$ cat src/design/lmram_pkg.sv
// LM RAM subsystem shared widths, region tags, timing constants and state types
package lmram_pkg;

   ////////////////////////////////////////
   // Client port widths
   ////////////////////////////////////////
   localparam int MCR_AW   = 14;         // Microcode address
   localparam int MCR_DW   = 49;         // Microcode word
   localparam int SDRAM_AW = 22;         // Main memory address
   localparam int VRAM_AW  = 15;         // CPU video window address
   localparam int WORD_W   = 32;         // Memory word

   ////////////////////////////////////////
   // Backing store layout
   ////////////////////////////////////////
   localparam int MEM_AW   = 12;         // Region tag plus offset
   localparam int REGION_W = 2;
   localparam int OFFS_W   = MEM_AW - REGION_W;

   localparam logic [REGION_W-1:0] REGION_MCR   = 2'd0;
   localparam logic [REGION_W-1:0] REGION_SDRAM = 2'd1;
   localparam logic [REGION_W-1:0] REGION_VRAM  = 2'd2;

   ////////////////////////////////////////
   // Timing
   ////////////////////////////////////////
   localparam int CALIB_CYCLES      = 16; // dram_reset low to calib_done
   localparam int DRAM_RESET_CYCLES = 4;  // Length of dram_reset
   localparam int MEM_LATENCY       = 2;  // mem_req to mem_done
   localparam int SEQ_CNT_W         = 3;  // Holds DRAM_RESET_CYCLES-1
   localparam int CALIB_CNT_W       = 5;  // Holds CALIB_CYCLES-1

   // Start-up sequencer
   typedef enum logic [1:0] {
      S_DRAM_RST,
      S_CALIB,
      S_BOOT,
      S_RUN
   } seq_state_t;

   // Port arbiter
   typedef enum logic [2:0] {
      A_IDLE,
      A_ISSUE,
      A_WAIT,
      A_BEAT2,
      A_DONE
   } arb_state_t;

   typedef enum logic [1:0] {
      C_NONE,
      C_MCR,
      C_SDRAM,
      C_VRAM
   } client_t;

endpackage
$ cat src/design/reset_sequencer.sv
// Reset sequencer that steps DRAM reset, calibration wait and boot from a push button
`timescale 1ns/10ps

module reset_sequencer import lmram_pkg::*; (
   input  logic clk50,
   input  logic rst_n,
   input  logic button,
   input  logic calib_done,
   output logic dram_reset,
   output logic sys_reset,
   output logic boot
);

   logic                 btn_meta;
   logic                 btn_sync;
   logic                 btn_last;
   logic                 restart;
   seq_state_t           state;
   logic [SEQ_CNT_W-1:0] cnt;

   ////////////////////////////////////////
   // Button synchronizer and edge detect
   ////////////////////////////////////////
   always_ff @(posedge clk50 or negedge rst_n) begin
      if (!rst_n) begin
         btn_meta <= 1'b0;
         btn_sync <= 1'b0;
         btn_last <= 1'b0;
      end else begin
         btn_meta <= button;
         btn_sync <= btn_meta;
         btn_last <= btn_sync;
      end
   end

   assign restart = btn_sync & ~btn_last; // Rising edge only

   ////////////////////////////////////////
   // Sequence FSM
   ////////////////////////////////////////
   always_ff @(posedge clk50 or negedge rst_n) begin
      if (!rst_n) begin
         state <= S_DRAM_RST;
         cnt   <= '0;
      end else if (restart) begin
         state <= S_DRAM_RST;             // Memory contents survive
         cnt   <= '0;
      end else begin
         case (state)
            S_DRAM_RST: begin
               if (cnt == SEQ_CNT_W'(DRAM_RESET_CYCLES - 1)) begin
                  state <= S_CALIB;
                  cnt   <= '0;
               end else begin
                  cnt <= cnt + 1'b1;
               end
            end
            S_CALIB:  if (calib_done) state <= S_BOOT;
            S_BOOT:   state <= S_RUN;     // Single boot cycle
            S_RUN:    state <= S_RUN;
            default:  state <= S_DRAM_RST;
         endcase
      end
   end

   assign dram_reset = (state == S_DRAM_RST);
   assign sys_reset  = (state == S_DRAM_RST) || (state == S_CALIB);
   assign boot       = (state == S_BOOT);

   // Boot is a single pulse, and only with the memory calibrated
   a_boot_pulse: assert property (@(posedge clk50) disable iff (!rst_n)
      boot |-> calib_done ##1 !boot);

endmodule

$ cat config.mk
export PLATFORM = sky130hd
export DESIGN_NAME = reset_sequencer
export DESIGN_NICKNAME = d
export VERILOG_FILES = /design/src/design/lmram_pkg.sv /design/src/design/reset_sequencer.sv
export SDC_FILE = /design/constraint.sdc
export NUM_CORES = 1
export LEC_CHECK = 0
export BUFFER_PORTS_ARGS = -buffer_cell sky130_fd_sc_hd__buf_4
export CAP_MARGIN = 20
export CORE_AREA = 3 3 40 42
export CTS_CLUSTER_SIZE = 30
export DETAILED_ROUTE_END_ITERATION = 12
export DIE_AREA = 0 0 43 45
export PLACE_DENSITY = 0.48
export SYNTH_ARGS = -nofsm -noshare
export SYNTH_HDL_FRONTEND = slang
export SYNTH_SLANG_ARGS = --single-unit
$ cat constraint.sdc
create_clock -name clk50 -period 1.31 [get_ports clk50]
set_clock_uncertainty 0.1 [all_clocks]
set_input_delay 0.0655 -clock clk50 [delete_from_list [all_inputs] [get_ports clk50]]
set_output_delay 0.0655 -clock clk50 [all_outputs]
set_load 0.01 [all_outputs]
; ---- Word-level counts from Yosys, hierarchy flattened
; Cells that the tools add are included.
[totals]
ff_bits = 8
in_bits = 4
out_inout_bits = 3
elab_cells = 26
[op_classes]
addsub = 1
n_eq_ne = 6
mux = 7
bitwise_logic = 2
reduce_logical = 5
[ops]
columns = operator, count
row1 = 3-bit 2-to-1 mux, 3
row2 = 2-bit 2-to-1 mux, 3
row3 = 2-bit case mux with 3 select lines, 1
row4 = 2-bit equality test (second input constant), 2
row5 = 3-bit by 1-bit adder with 3-bit output (second input constant), 1
row6 = 3-bit by 2-bit equality test with 1-bit output (second input constant), 1
row7 = 3-bit by 1-bit inequality test with 1-bit output (second input constant), 1
row8 = 3-bit inequality test (second input constant), 1
row9 = 2-bit by 1-bit equality test with 1-bit output (second input constant), 1
row10 = 2-bit logical NOT, 1
row11 = 2-bit AND reduction, 1
row12 = 2-bit nonzero test, 1
row13 = 2-bit OR reduction, 1
row14 = 1-bit AND, 1
row15 = 1-bit logical OR, 1
row16 = 1-bit inverter, 1

; ---- Logic depth before layout (Yosys ltp)
[depth]
ltp_word = 4
mapped_depth = 4
mapped_depth_nobuf = 4

; ---- Worst setup path before layout
; Ideal clock, no wire load.
[synth_timing]
kind = register -> register
start = register cnt[0]
end = register state[0]
setup_ns = 0.073
t_arrival_ns = 0.971
required_ns = 1.137
setup_slack_ns = 0.165
stages_incl_launch_ff = 5
n_path_buf = 0
period_less_slack_ns = 1.145
path_cell_list = dfrtp_1 -> ha_1 -> nand2b_4 -> mux2_2 -> a21oi_2
[synth_via]
elab_chain_len = 3
[synth_rtl]
columns = item, line_no
row1 = start: declaration, reset_sequencer.sv:19  ; logic [SEQ_CNT_W-1:0] cnt;
row2 = start signal: assignment, reset_sequencer.sv:55  ; cnt <= cnt + 1'b1;
row3 = 3-bit by 2-bit equality test with 1-bit output, reset_sequencer.sv:51  ; if (cnt == SEQ_CNT_W'(DRAM_RESET_CYCLES - 1)) begin
row4 = 3-bit by 1-bit inequality test with 1-bit output (no line), n/a
row5 = 2-bit AND reduction (no line), n/a
row6 = end signal: assignment, reset_sequencer.sv:52  ; state <= S_CALIB;
row7 = end signal: assignment, reset_sequencer.sv:58  ; S_CALIB: if (calib_done) state <= S_BOOT;
row8 = end signal: assignment, reset_sequencer.sv:59  ; S_BOOT: state <= S_RUN;
row9 = end: declaration, reset_sequencer.sv:18  ; seq_state_t state;
; Every way passes these cells.
; A chain may end at the register's enable or synchronous reset.

; ---- Worst setup path in the final report
; Same ends and word-level chain as after synthesis.

==> flow_summary.yaml <==
critical_path:
  critPathTopFamily: "flip-flops"
  rr_startpoint: "cnt[0]"
  critPathLaunchType: "register"
  path_max_fanout: 3
  crit_path_end_kind: "register"
  path_cells: "ha_1 > nand2b_4 > mux2_2 > a21oi_2"
  critical-path-max-stage-delay_ns: 0.35
  critPathSlowestCell: "dfrtp_1"
  cp.arrival_ns: 1.29
  cp.required_ns: 1.39
  criticalPathCategory: "reg -> reg"
  reg2reg_to: "state[0]"
  reg2reg_depth: 4
  timing.critical_path.buf_inv: 0
  reg2reg_slack_ns: 0.10
sta:
  finalCriticalPeriod_ns: 1.21
  maxSlewHeadroom_pct: 73.7
  finalSetupViolCount: 0
  rsz0062_at_grt: "no"
  final_hold_viol_count: 0
  fin_crit_sh_pct: 92.3
  fmax_mhz: 827
  slew_viol_final: 0
  tightest_slew_ns: 0.393
  finalSetupTns_ns: 0
clock_tree:
  tritoncts: "done"
  post_cts_buffers: 0
  root_buffer: "clkbuf_4"
  cts_buffer_depth: 2
  h-tree-depth: 1
  cts_sinks: 8
  clock_latency_ns: 0.25
  clk_pin_slew_ns: 0.05
  cts_hold_buf: 3
  numCtsBuffers: 3
  cts_resized: 0
die:
  core_area_um2: 1280
  dieWidth_um: 43
  die_h_um: 45
  rows: 13
  num_io_pins: 7
  die-area_um2: 1940
  start_util_pct: 24.8
synth:
  synth_top_cell_area_share_pct: 62.7
  synthMostInstantiatedCell: "dfrtp_1"
  synth.distinct_cells: 15
  ys_warn_count: 0
  syn_nets: 31
  synth_ff_type: "dfrtp_1"
  syn-mean-instance-area_um2: 12.3
  ys_ff_latch: 8
  ys_top_cells_by_area: "dfrtp_1 63%, a21oi_1 4.7%, nand2b_4 4.3%, ha_1 3.9%, mux2_2 3.5%"
  synth.top_cells.by_count: "8 x dfrtp_1, 3 x a21oi_1, 2 x nor2_1, 2 x o21ai_0"
  synth-edff-count: 0
  synthCells: 26
  synth_top_cell_by_area: "dfrtp_1"
  yosysSeqAreaShare_pct: 62.7
  synthesis.area_um2: 319
  synthArstFlopShare_pct: 100
route:
  via_per_inst: 4.36
  vias: 231
  postRouteAntennaNets: 0
  wl_per_cell_um: 10.5
  routed_wl_um: 559
  drt_iter0_markers: 2
  drc: 0
  firstDrtPassIters: 2
power:
  p_leak_nw: 0.195
  seq_power_share_pct: 45.5
  cellPowerDensity_nw_per_um2: 1780
  swShare_pct: 31.3
  power.switching_mw: 0.242
  power_frac_comb_pct: 31.6
  internal_power_mw: 0.533
  irDropWorstVdd_v: 0.000623
  power.share.clock_pct: 22.9
global_routing:
  grt_max_degree: 9
  antenna_found_initial: 0
  grt_overflow: 0
  grt_pass1_vias: 238
  grt_pass1_wl_um: 1060
  grt_use_total_pct: 7.41
final_layout:
  final_util_pct: 33.9
  area_delta_synth_final_pct: 36.5
  antennaDiodeCount: 0
  stdcell_area_um2: 435
  layout.nets: 45
  drive_gt1_share_pct: 36.8
placement:
  place_area_um2: 383
  place_congestion: 0.651
  dpl.hpwl_um: 434
  portBuffers: 6
run_status:
  status: "finished clean"
hold_path:
  hold_class: "in -> async"
run:
  maxCapViolCount: 0
## layout make-up
class / instances / area, um^2
fill: 131 / 850
tap: 15 / 18.8
sequential: 8 / 200
inverter: 2 / 7.51
clock buffer: 3 / 22.5
timing repair buffer: 9 / 75.1
multi-input combinational: 16 / 111
## logic make-up after synthesis
family          count (synthesis)  share of synthesized area [%]
compound gates                  7                           12.9
fa+ha+maj                       1                           3.92
buf+inv                         2                           2.35
flops                           8                           62.7
mux                             1                           3.53
simple gates                    7                           14.5
## cells in the final DEF, fill, tap and decap left out
master | netlist | routed
dlygate4sd3_1 | 0 | 3
inv_2 | 1 | 1
dfrtp_1 | 8 | 8
nand3b_1 | 1 | 1
nand3_1 | 1 | 1
clkbuf_4 | 0 | 3
nor2_1 | 2 | 2
a211oi_1 | 1 | 1
a21oi_1 | 3 | 3
a21oi_2 | 1 | 1
nor2_2 | 1 | 1
ha_1 | 1 | 1
nor2b_1 | 1 | 1
inv_1 | 1 | 1
mux2_2 | 1 | 1
o21ai_0 | 2 | 2
buf_4 | 0 | 6
nand2b_4 | 1 | 1
## per-stage QoR
step	hold slack, ns	power, mW	setup WS [ns]	std cells
floorplan	-0.330	0.498	0.165	26
global placement	-0.213	0.582	0.115	47
detailed placement	-0.214	0.597	0.104	47
CTS	0.0842	0.788	0.0924	53
global route	0.0986	0.842	0.0277	53
finish	0.0779	0.775	0.100	53
## power by group through the flow
| stage | registers [mW] | logic (mW) | clock network (mW) |
|---|---|---|---|
| finish | 0.353 | 0.245 | 0.177 |
| global route | 0.364 | 0.272 | 0.206 |
| CTS | 0.352 | 0.250 | 0.186 |
| detailed placement | 0.357 | 0.240 | 0 |
| global placement | 0.353 | 0.229 | 0 |
| floorplan | 0.343 | 0.155 | 0 |
## worst max path at each step
stage / start / to / slack [ns] / cells after the start
after floorplan: cnt[0] / state[0] / 0.17 / 4
after global placement: cnt[0] / state[0] / 0.11 / 4
after detailed placement: cnt[0] / state[0] / 0.10 / 4
after CTS: cnt[0] / state[0] / 0.09 / 4
after global routing: cnt[0] / state[0] / 0.03 / 4
final: cnt[0] / state[0] / 0.10 / 4
## per-layer routing
| layer | GRT usage (%) | up-vias | wire length [um] |
|---|---|---|---|
| met5 | 0 | - | 0 |
| met4 | 5.42 | 0 | 17 |
| met3 | 2.79 | 4 | 38 |
| met2 | 10.8 | 9 | 233 |
| met1 | 8.96 | 106 | 268 |
| li1 | - | 112 | - |
## flip-flops by register name (all words and copies together), names as in the netlist
signal,cells
state,2
btn_meta,1
cnt,3
btn_last,1
btn_sync,1
Note: power is estimated with default switching activity, not from simulation.
