**src/design/lmram_pkg.sv**
```systemverilog
// LM RAM subsystem shared widths, region tags, timing constants and state types
package lmram_pkg;

   ////////////////////////////////////////
   // Client port widths
   ////////////////////////////////////////
   localparam int MCR_AW   = 14;         // Microcode address
   localparam int MCR_DW   = 49;         // Microcode word
   localparam int SDRAM_AW = 22;         // Main memory address
   localparam int VRAM_AW  = 15;         // CPU video window address
   localparam int WORD_W   = 32;         // Memory word

   ////////////////////////////////////////
   // Backing store layout
   ////////////////////////////////////////
   localparam int MEM_AW   = 12;         // Region tag plus offset
   localparam int REGION_W = 2;
   localparam int OFFS_W   = MEM_AW - REGION_W;

   localparam logic [REGION_W-1:0] REGION_MCR   = 2'd0;
   localparam logic [REGION_W-1:0] REGION_SDRAM = 2'd1;
   localparam logic [REGION_W-1:0] REGION_VRAM  = 2'd2;

   ////////////////////////////////////////
   // Timing
   ////////////////////////////////////////
   localparam int CALIB_CYCLES      = 16; // dram_reset low to calib_done
   localparam int DRAM_RESET_CYCLES = 4;  // Length of dram_reset
   localparam int MEM_LATENCY       = 2;  // mem_req to mem_done
   localparam int SEQ_CNT_W         = 3;  // Holds DRAM_RESET_CYCLES-1
   localparam int CALIB_CNT_W       = 5;  // Holds CALIB_CYCLES-1

   // Start-up sequencer
   typedef enum logic [1:0] {
      S_DRAM_RST,
      S_CALIB,
      S_BOOT,
      S_RUN
   } seq_state_t;

   // Port arbiter
   typedef enum logic [2:0] {
      A_IDLE,
      A_ISSUE,
      A_WAIT,
      A_BEAT2,
      A_DONE
   } arb_state_t;

   typedef enum logic [1:0] {
      C_NONE,
      C_MCR,
      C_SDRAM,
      C_VRAM
   } client_t;

endpackage
```
**src/design/port_arbiter.sv**
```systemverilog
// Fixed-priority arbiter for the mcr, sdram and vram_cpu ports onto one memory path
`timescale 1ns/10ps

module port_arbiter import lmram_pkg::*; (
   input  logic                clk50,
   input  logic                rst_n,
   input  logic                sys_reset,
   input  logic                calib_done,
   // Microcode port
   input  logic                mcr_req,
   input  logic                mcr_write,
   input  logic [MCR_AW-1:0]   mcr_addr,
   input  logic [MCR_DW-1:0]   mcr_data_in,
   output logic [MCR_DW-1:0]   mcr_data_out,
   output logic                mcr_ready,
   output logic                mcr_done,
   // Main memory port
   input  logic                sdram_req,
   input  logic                sdram_write,
   input  logic [SDRAM_AW-1:0] sdram_addr,
   input  logic [WORD_W-1:0]   sdram_data_in,
   output logic [WORD_W-1:0]   sdram_data_out,
   output logic                sdram_ready,
   output logic                sdram_done,
   // CPU video window port
   input  logic                vram_cpu_req,
   input  logic                vram_cpu_write,
   input  logic [VRAM_AW-1:0]  vram_cpu_addr,
   input  logic [WORD_W-1:0]   vram_cpu_data_in,
   output logic [WORD_W-1:0]   vram_cpu_data_out,
   output logic                vram_cpu_ready,
   output logic                vram_cpu_done,
   // Backing store side
   output logic                mem_req,
   output logic                mem_write,
   output logic [MEM_AW-1:0]   mem_addr,
   output logic [WORD_W-1:0]   mem_wdata,
   input  logic [WORD_W-1:0]   mem_rdata,
   input  logic                mem_done,
   output logic                busy
);

   arb_state_t          state;
   client_t             cur;
   logic                beat;            // High on the second mcr beat
   logic                idle_ok;
   logic [REGION_W-1:0] region;
   logic [OFFS_W-1:0]   offset;
   logic [WORD_W-1:0]   lo_q;
   logic [WORD_W-1:0]   rd_q;

   assign idle_ok        = (state == A_IDLE) && !sys_reset && calib_done;
   assign mcr_ready      = idle_ok;
   assign sdram_ready    = idle_ok;
   assign vram_cpu_ready = idle_ok;
   assign busy           = (state != A_IDLE);

   ////////////////////////////////////////
   // Address and write data mapping
   ////////////////////////////////////////
   always_comb begin
      case (cur)
         C_MCR: begin
            region    = REGION_MCR;
            offset    = {mcr_addr[OFFS_W-2:0], beat}; // Word a at 2a, 2a+1
            mem_write = mcr_write;
            mem_wdata = beat ? WORD_W'(mcr_data_in[MCR_DW-1:WORD_W])
                             : mcr_data_in[WORD_W-1:0];
         end
         C_SDRAM: begin
            region    = REGION_SDRAM;
            offset    = sdram_addr[OFFS_W-1:0];
            mem_write = sdram_write;
            mem_wdata = sdram_data_in;
         end
         C_VRAM: begin
            region    = REGION_VRAM;
            offset    = vram_cpu_addr[OFFS_W-1:0];
            mem_write = vram_cpu_write;
            mem_wdata = vram_cpu_data_in;
         end
         default: begin
            region    = '0;
            offset    = '0;
            mem_write = 1'b0;
            mem_wdata = '0;
         end
      endcase
   end

   assign mem_addr = {region, offset};
   assign mem_req  = (state == A_ISSUE) || (state == A_BEAT2);

   ////////////////////////////////////////
   // Arbiter FSM
   ////////////////////////////////////////
   always_ff @(posedge clk50 or negedge rst_n) begin
      if (!rst_n) begin
         state <= A_IDLE;
         cur   <= C_NONE;
         beat  <= 1'b0;
      end else if (sys_reset) begin
         state <= A_IDLE;                 // Held requests restart after boot
         cur   <= C_NONE;
         beat  <= 1'b0;
      end else begin
         case (state)
            A_IDLE: begin
               beat <= 1'b0;
               if (calib_done) begin
                  if (mcr_req) begin      // Fixed priority
                     cur   <= C_MCR;
                     state <= A_ISSUE;
                  end else if (sdram_req) begin
                     cur   <= C_SDRAM;
                     state <= A_ISSUE;
                  end else if (vram_cpu_req) begin
                     cur   <= C_VRAM;
                     state <= A_ISSUE;
                  end
               end
            end
            A_ISSUE: state <= A_WAIT;
            A_WAIT: begin
               if (mem_done) begin
                  if (cur == C_MCR && !beat) begin
                     beat  <= 1'b1;
                     state <= A_BEAT2;
                  end else begin
                     state <= A_DONE;
                  end
               end
            end
            A_BEAT2: state <= A_WAIT;
            A_DONE: begin
               state <= A_IDLE;
               cur   <= C_NONE;
            end
            default: state <= A_IDLE;
         endcase
      end
   end

   // Read data capture
   always_ff @(posedge clk50) begin
      if (state == A_WAIT && mem_done) begin
         if (cur == C_MCR && !beat)
            lo_q <= mem_rdata;
         else
            rd_q <= mem_rdata;
      end
   end

   assign mcr_done          = (state == A_DONE) && (cur == C_MCR);
   assign sdram_done        = (state == A_DONE) && (cur == C_SDRAM);
   assign vram_cpu_done     = (state == A_DONE) && (cur == C_VRAM);
   assign mcr_data_out      = {rd_q[MCR_DW-WORD_W-1:0], lo_q};
   assign sdram_data_out    = rd_q;
   assign vram_cpu_data_out = rd_q;

   a_done_onehot: assert property (@(posedge clk50) disable iff (!rst_n)
      $onehot0({mcr_done, sdram_done, vram_cpu_done}));

   // A port only sees done while it still holds its request
   a_done_with_req: assert property (@(posedge clk50) disable iff (!rst_n)
      !(mcr_done && !mcr_req) && !(sdram_done && !sdram_req)
      && !(vram_cpu_done && !vram_cpu_req));

endmodule

```
**config.mk**
```make
export PLATFORM = sky130hd
export DESIGN_NAME = port_arbiter
export DESIGN_NICKNAME = d
export VERILOG_FILES = /design/src/design/lmram_pkg.sv /design/src/design/port_arbiter.sv
export SDC_FILE = /design/constraint.sdc
export NUM_CORES = 1
export LEC_CHECK = 0
export ABC_AREA = 0
export BUFFER_PORTS_ARGS = -buffer_cell sky130_fd_sc_hd__buf_2
export CAP_MARGIN = 20
export CORE_AREA = 2 2 143 145
export CTS_BUF_LIST = sky130_fd_sc_hd__clkbuf_16
export CTS_CLUSTER_SIZE = 40
export DETAILED_ROUTE_END_ITERATION = 10
export DIE_AREA = 0 0 145 147
export HOLD_SLACK_MARGIN = 0.02
export PLACE_DENSITY = 0.49
export SETUP_SLACK_MARGIN = 0.3
export SLEW_MARGIN = 30
export SYNTH_ARGS = -nofsm -noshare
export SYNTH_HDL_FRONTEND = slang
export SYNTH_SLANG_ARGS = --single-unit
```
**constraint.sdc**
```tcl
create_clock -name clk50 -period 8.4 [get_ports clk50]
set_input_delay 0.84 -clock clk50 [delete_from_list [all_inputs] [get_ports clk50]]
set_output_delay 0.84 -clock clk50 [all_outputs]
set_load 0.03 [all_outputs]
```
---- After elaboration in Yosys (flattened, before gate mapping) ----
Cells that the tools add are included.
operators by class
  equality and inequality tests ........... 11
  muxes and demuxes ....................... 23
  bitwise gates (word level) .............. 1
  reductions and logical operators ........ 20
operators with widths
  kind                  count
  $pmux W32 S3          1
  $mux W32              1
  $pmux W10 S3          1
  $mux W3               7
  $mux W2               5
  $ne A3 B3 Y1 const B  3
  $pmux W3 S3           1
  $reduce_and A3 Y1     3
  $reduce_bool A3 Y1    3
  $pmux W2 S2           2
  $logic_and A1 B1 Y1   7
  $eq A3 B2 Y1 const B  2
  $ne A5 B5 Y1 const B  1
  $eq A2 B2 Y1 const B  2
  $reduce_and A2 Y1     2
  $eq A3 B1 Y1 const B  1
  $eq A3 B3 Y1 const B  1
  $logic_not A3 Y1      1
  $mux W1               3
  $pmux W1 S3           1
  $eq A2 B1 Y1 const B  1
  $logic_not A1 Y1      2
  $pmux W1 S2           1
  $reduce_or A2 Y1      1
  other kinds (2)       2
word-level totals
  register bits ........................... 70
  input port bits ......................... 207
  output and inout bits ................... 166

---- Logic depth before layout (Yosys ltp) ----
  depth in word-level cells ............... 6
  gate-level depth with buffers ........... 5

---- Worst setup path after synthesis ----
No wires, ideal clock.
  path type ............................... input port to flip-flop
  start ................................... in mem_done
  end ..................................... reg rd_q[0], in the netlist sdram_data_out[0], enable pin
  data arrival time ....................... 3.997 ns
  required time ........................... 7.899 ns
  setup slack ............................. 3.902 ns
  cell stages on the path ................. 2
  cells stage by stage .................... nand2_1 nor4_1
between the ends
  longest elaborated chain between the ends .. 2
RTL lines
  item                                line                 RTL
  from (decl)                         port_arbiter.sv:39   input logic mem_done,
  $logic_and A1 B1 Y1                 port_arbiter.sv:146  if (state == A_WAIT && mem_done) begin
  $reduce_and A2 Y1 (no source line)  -
  to (signal assigned)                port_arbiter.sv:150  rd_q <= mem_rdata;
  to (decl)                           port_arbiter.sv:50   logic [WORD_W-1:0] rd_q;
No other way between the ends.
A chain may end at the register's enable or synchronous reset.

---- Worst setup path after layout ----
  start ................................... reg cur[1]
  end ..................................... out mem_wdata[28]
between the ends
  longest elaborated chain between the ends .. 2
  elaborated cells between the ends (all ways) .. 4
  classes of those cells .................. eq/ne: 3; mux: 1
RTL lines
  item                                          line                 RTL
  from (decl)                                   port_arbiter.sv:44   client_t cur;
  from (signal assigned)                        port_arbiter.sv:100  cur <= C_NONE;
  from (signal assigned)                        port_arbiter.sv:104  cur <= C_NONE;
  from (signal assigned)                        port_arbiter.sv:112  cur <= C_MCR;
  $eq A2 B2 Y1 or $eq A2 B1 Y1 (tied branches)  port_arbiter.sv:62   case (cur)
  $pmux W32 S3 (*)                              port_arbiter.sv:62
  to (decl)                                     port_arbiter.sv:37   output logic [WORD_W-1:0] mem_wdata,
Every way passes the cells marked *; elsewhere a longest branch is shown, timed or not.

==> qor.txt <==
Outcome -> finished, final reports clean
Main combinational cell family by area after synthesis -> compound AO/OA/AOI/OAI gates
Vias -> 3491
P_sw -> 0.0002611 W
Critical Path Fanout Max -> 56
Routed WL per cell -> 15.38 um
Critical Path RT -> 7.56 ns
Setup Crit Path Kind -> register to output port
Fill count -> 2082
Main synth FF type -> edfxtp_1
Die Width -> 145 um
Pwr dens -> 167.6 nW/um^2
XOR/XNOR Fraction of Synth Area -> 0
Root Driver -> clkbuf_16
Largest cells by area after synthesis -> edfxtp_1 (51%), a22o_1 (14%), buf_4 (10%), mux2i_1 (4.5%), dfrtp_1 (4.0%)
Sequential power share -> 0.409
Final HPWL DP -> 10.85 mm
Initial antenna violation count -> 2
Post-route DRC -> 0
Number of hold buffers added after CTS -> 0
Worst Path Arrival -> 2.39 ns
I/O pins -> 373
Initial DRT Pass Iterations -> 4
Sw Share -> 0.2723
First-pass GRT wire length -> 19.83 mm
R2r setup slk -> 6.07 ns
Area Overhead vs Synth -> 52.64%
Crit Reg-Reg Endpoint -> lo_q[6]
Htree depth -> 3
Clock power share -> 0.367
Post-CTS resize count -> 0
Post-synth EDFFs -> 64
Hold crit path type -> input port to asynchronous set/reset pin
Peak Freq -> 309.6 MHz
Largest area contributor in the netlist -> edfxtp_1
Max_slew headroom -> 0.5735
Unique masters post-synth -> 30
Die height -> 147 um
Fin nets -> 797
Simple-Gate Fraction of Synth Area -> 0.06409
Post-Syn Instances -> 295
DRT iter0 DRCs -> 110
Max cap viols -> 0
Sink Count -> 70
Final worst path period need -> 3.230 ns
Clock Tree Buf Depth -> 2
Vias in the first global route -> 3478
# setup viols final -> 0
IO Port Bufs -> 350
Finished Cell Area -> 5722 um^2
Die ar. -> 21320 um^2
Total GRT Usage -> 0.1200
Grt ovf -> 0
Ratio of cells with drive above 1 in the final layout -> 0.6532
Largest net degree at the start of global routing -> 57
Detailed Route WL -> 13.32 mm
Max VDD drop -> 68.30 uV
Adder-Cell Fraction of Synth Area -> 0
Num rows -> 52
Net Count, Synth -> 502
Tightest Pin Transition -> 0.6384 ns
Syn_area_per_cell -> 12.71 um^2
#FFs+latches synth -> 70
Fin Setup TNS -> 0 ns
RR Startpoint -> cur[0]
Synth Cell Area -> 3749 um^2
Yosys warns -> 0
Final worst path period share -> 0.3846
Vias per inst -> 4.031
Clk pin slew, worst setup/hold paths -> 0.06 ns
Synth Area in Compound Gates -> 0.1706
Pleak -> 2.706 nW
Setup Buffers After CTS -> 0
Comb pwr share -> 0.224
Ys async rst share -> 0.08571
Startpoint class of the critical path -> register
Slew Viols, Final -> 0
Post-synthesis sequential area ratio -> 0.5527
Post-DP Area -> 5436 um^2
CTS tree -> built
Initial Util -> 0.1889
Mux contribution to synthesized area -> 0.07844
Gpl congestion -> 0.7508
CTS Buf Count -> 9
Final hold viol count -> 0
RSZ-0062 raised after global routing -> false
Tot Pwr -> 0.0009589 W
CP endpoint kind -> output port
Clock Latency Late Sink -> 0.33 ns
CORE AREA -> 19840 um^2
Antenna Nets Post-Route -> 0
Pint -> 0.0006977 W
Post-synth top area share -> 0.5127
Clock Skews -> 0.01116 ns
Worst Reg-to-Reg Cells -> 4
## area by class of cell
cell class	instances	area [um^2]	area share
clock buffers	9	225.2	0.03936
inverters	1	3.754	0.0006560
well taps	270	337.8	0.05904
clock inverters	6	55.05	0.009622
repair buffers	357	1824	0.3188
flip-flops and latches	70	2074	0.3626
diodes	2	5.005	0.0008747
multi-input cells	151	1196	0.2091
## worst max path at each step
stage	slack, ns	from	depth (start not counted)	end
3_3_place_gp	5.36	cur[0]	4	mem_wdata[30]
2_1_floorplan	3.90	mem_done	2	sdram_data_out[0]
4_1_cts	5.12	cur[1]	6	mem_wdata[21]
3_5_place_dp	5.49	cur[1]	6	mem_wdata[21]
5_1_grt	4.99	cur[1]	6	mem_wdata[21]
6_report	5.17	cur[1]	6	mem_wdata[28]
## critical path, cell delays in order, from the launching register on
cell and delay (ns):
dfrtp_2 0.55, buf_4 0.53, nor2_1 0.10, buf_4 0.22, a22o_1 0.21, a22o_1 0.22
buf_2 0.17
## layer usage
layer,GRT usage,vias to the layer above,share of wire
li1,-,1678,-
met1,0.1370,1579,0.39
met2,0.2257,225,0.53
met3,0.02857,9,0.073
met4,0.02871,0,0.0086
met5,0,-,0
## power by group through the flow
stage	registers, W	clock network, W	logic [W]
after global placement	0.000399	0	0.000215
after floorplan	0.000402	0	0.000129
after CTS	0.000392	0.000361	0.000218
final	0.000392	0.000352	0.000215
after detailed placement	0.000399	0	0.000217
after global routing	0.000392	0.000378	0.000232
## cells in the mapped netlist, drive strengths merged, types with 2 or more instances
cell type  instances
buf               71
edfxtp            64
a22o              58
nand2             18
mux2i             17
o21ai             17
mux2              11
dfrtp              6
nor2b              5
nor3b              5
nor3               3
and3               2
clkbuf             2
nor2               2
nor4               2
nor4b              2
o2bb2ai            2
## placed cells by master, fill, tap and decap left out, types with 2 or more instances in the layout
cell / count
mux2_2: 11
a22o_1: 58
dfrtp_1: 4
clkinv_2: 2
and3_1: 2
nand2_1: 18
o21ai_1: 17
nor2b_1: 4
buf_2: 350
dfrtp_2: 2
buf_4: 6
nor3_1: 3
nor3b_1: 4
clkbuf_16: 9
diode_2: 2
o2bb2ai_1: 2
edfxtp_1: 64
mux2i_1: 17
inv_1: 2
nor2_1: 2
## per-stage QoR
stage,setup slack (ns),hold WS [ns],std cells,util
final,5.170,0.3342,866,0.2883
after floorplan,3.902,0.5444,295,-
after detailed placement,5.486,0.6773,849,0.2740
after CTS,5.117,0.3290,864,0.2881
after global placement,5.363,0.6792,848,0.2726
after global routing,4.990,0.3235,865,0.2882
## registers in the layout (all words and copies together) (netlist names)
name and flops:
state 3, sdram_data_out 32, lo_q 32, cur 2
beat 1
## kinds of logic (layout without fill, tap and decap cells)
family	after synthesis	count (layout)
compound gates	80	80
buf+inv	74	373
flops	70	70
mux	28	28
other cells	0	2
simple gates	43	43
Power figures use the tool's default switching activity.
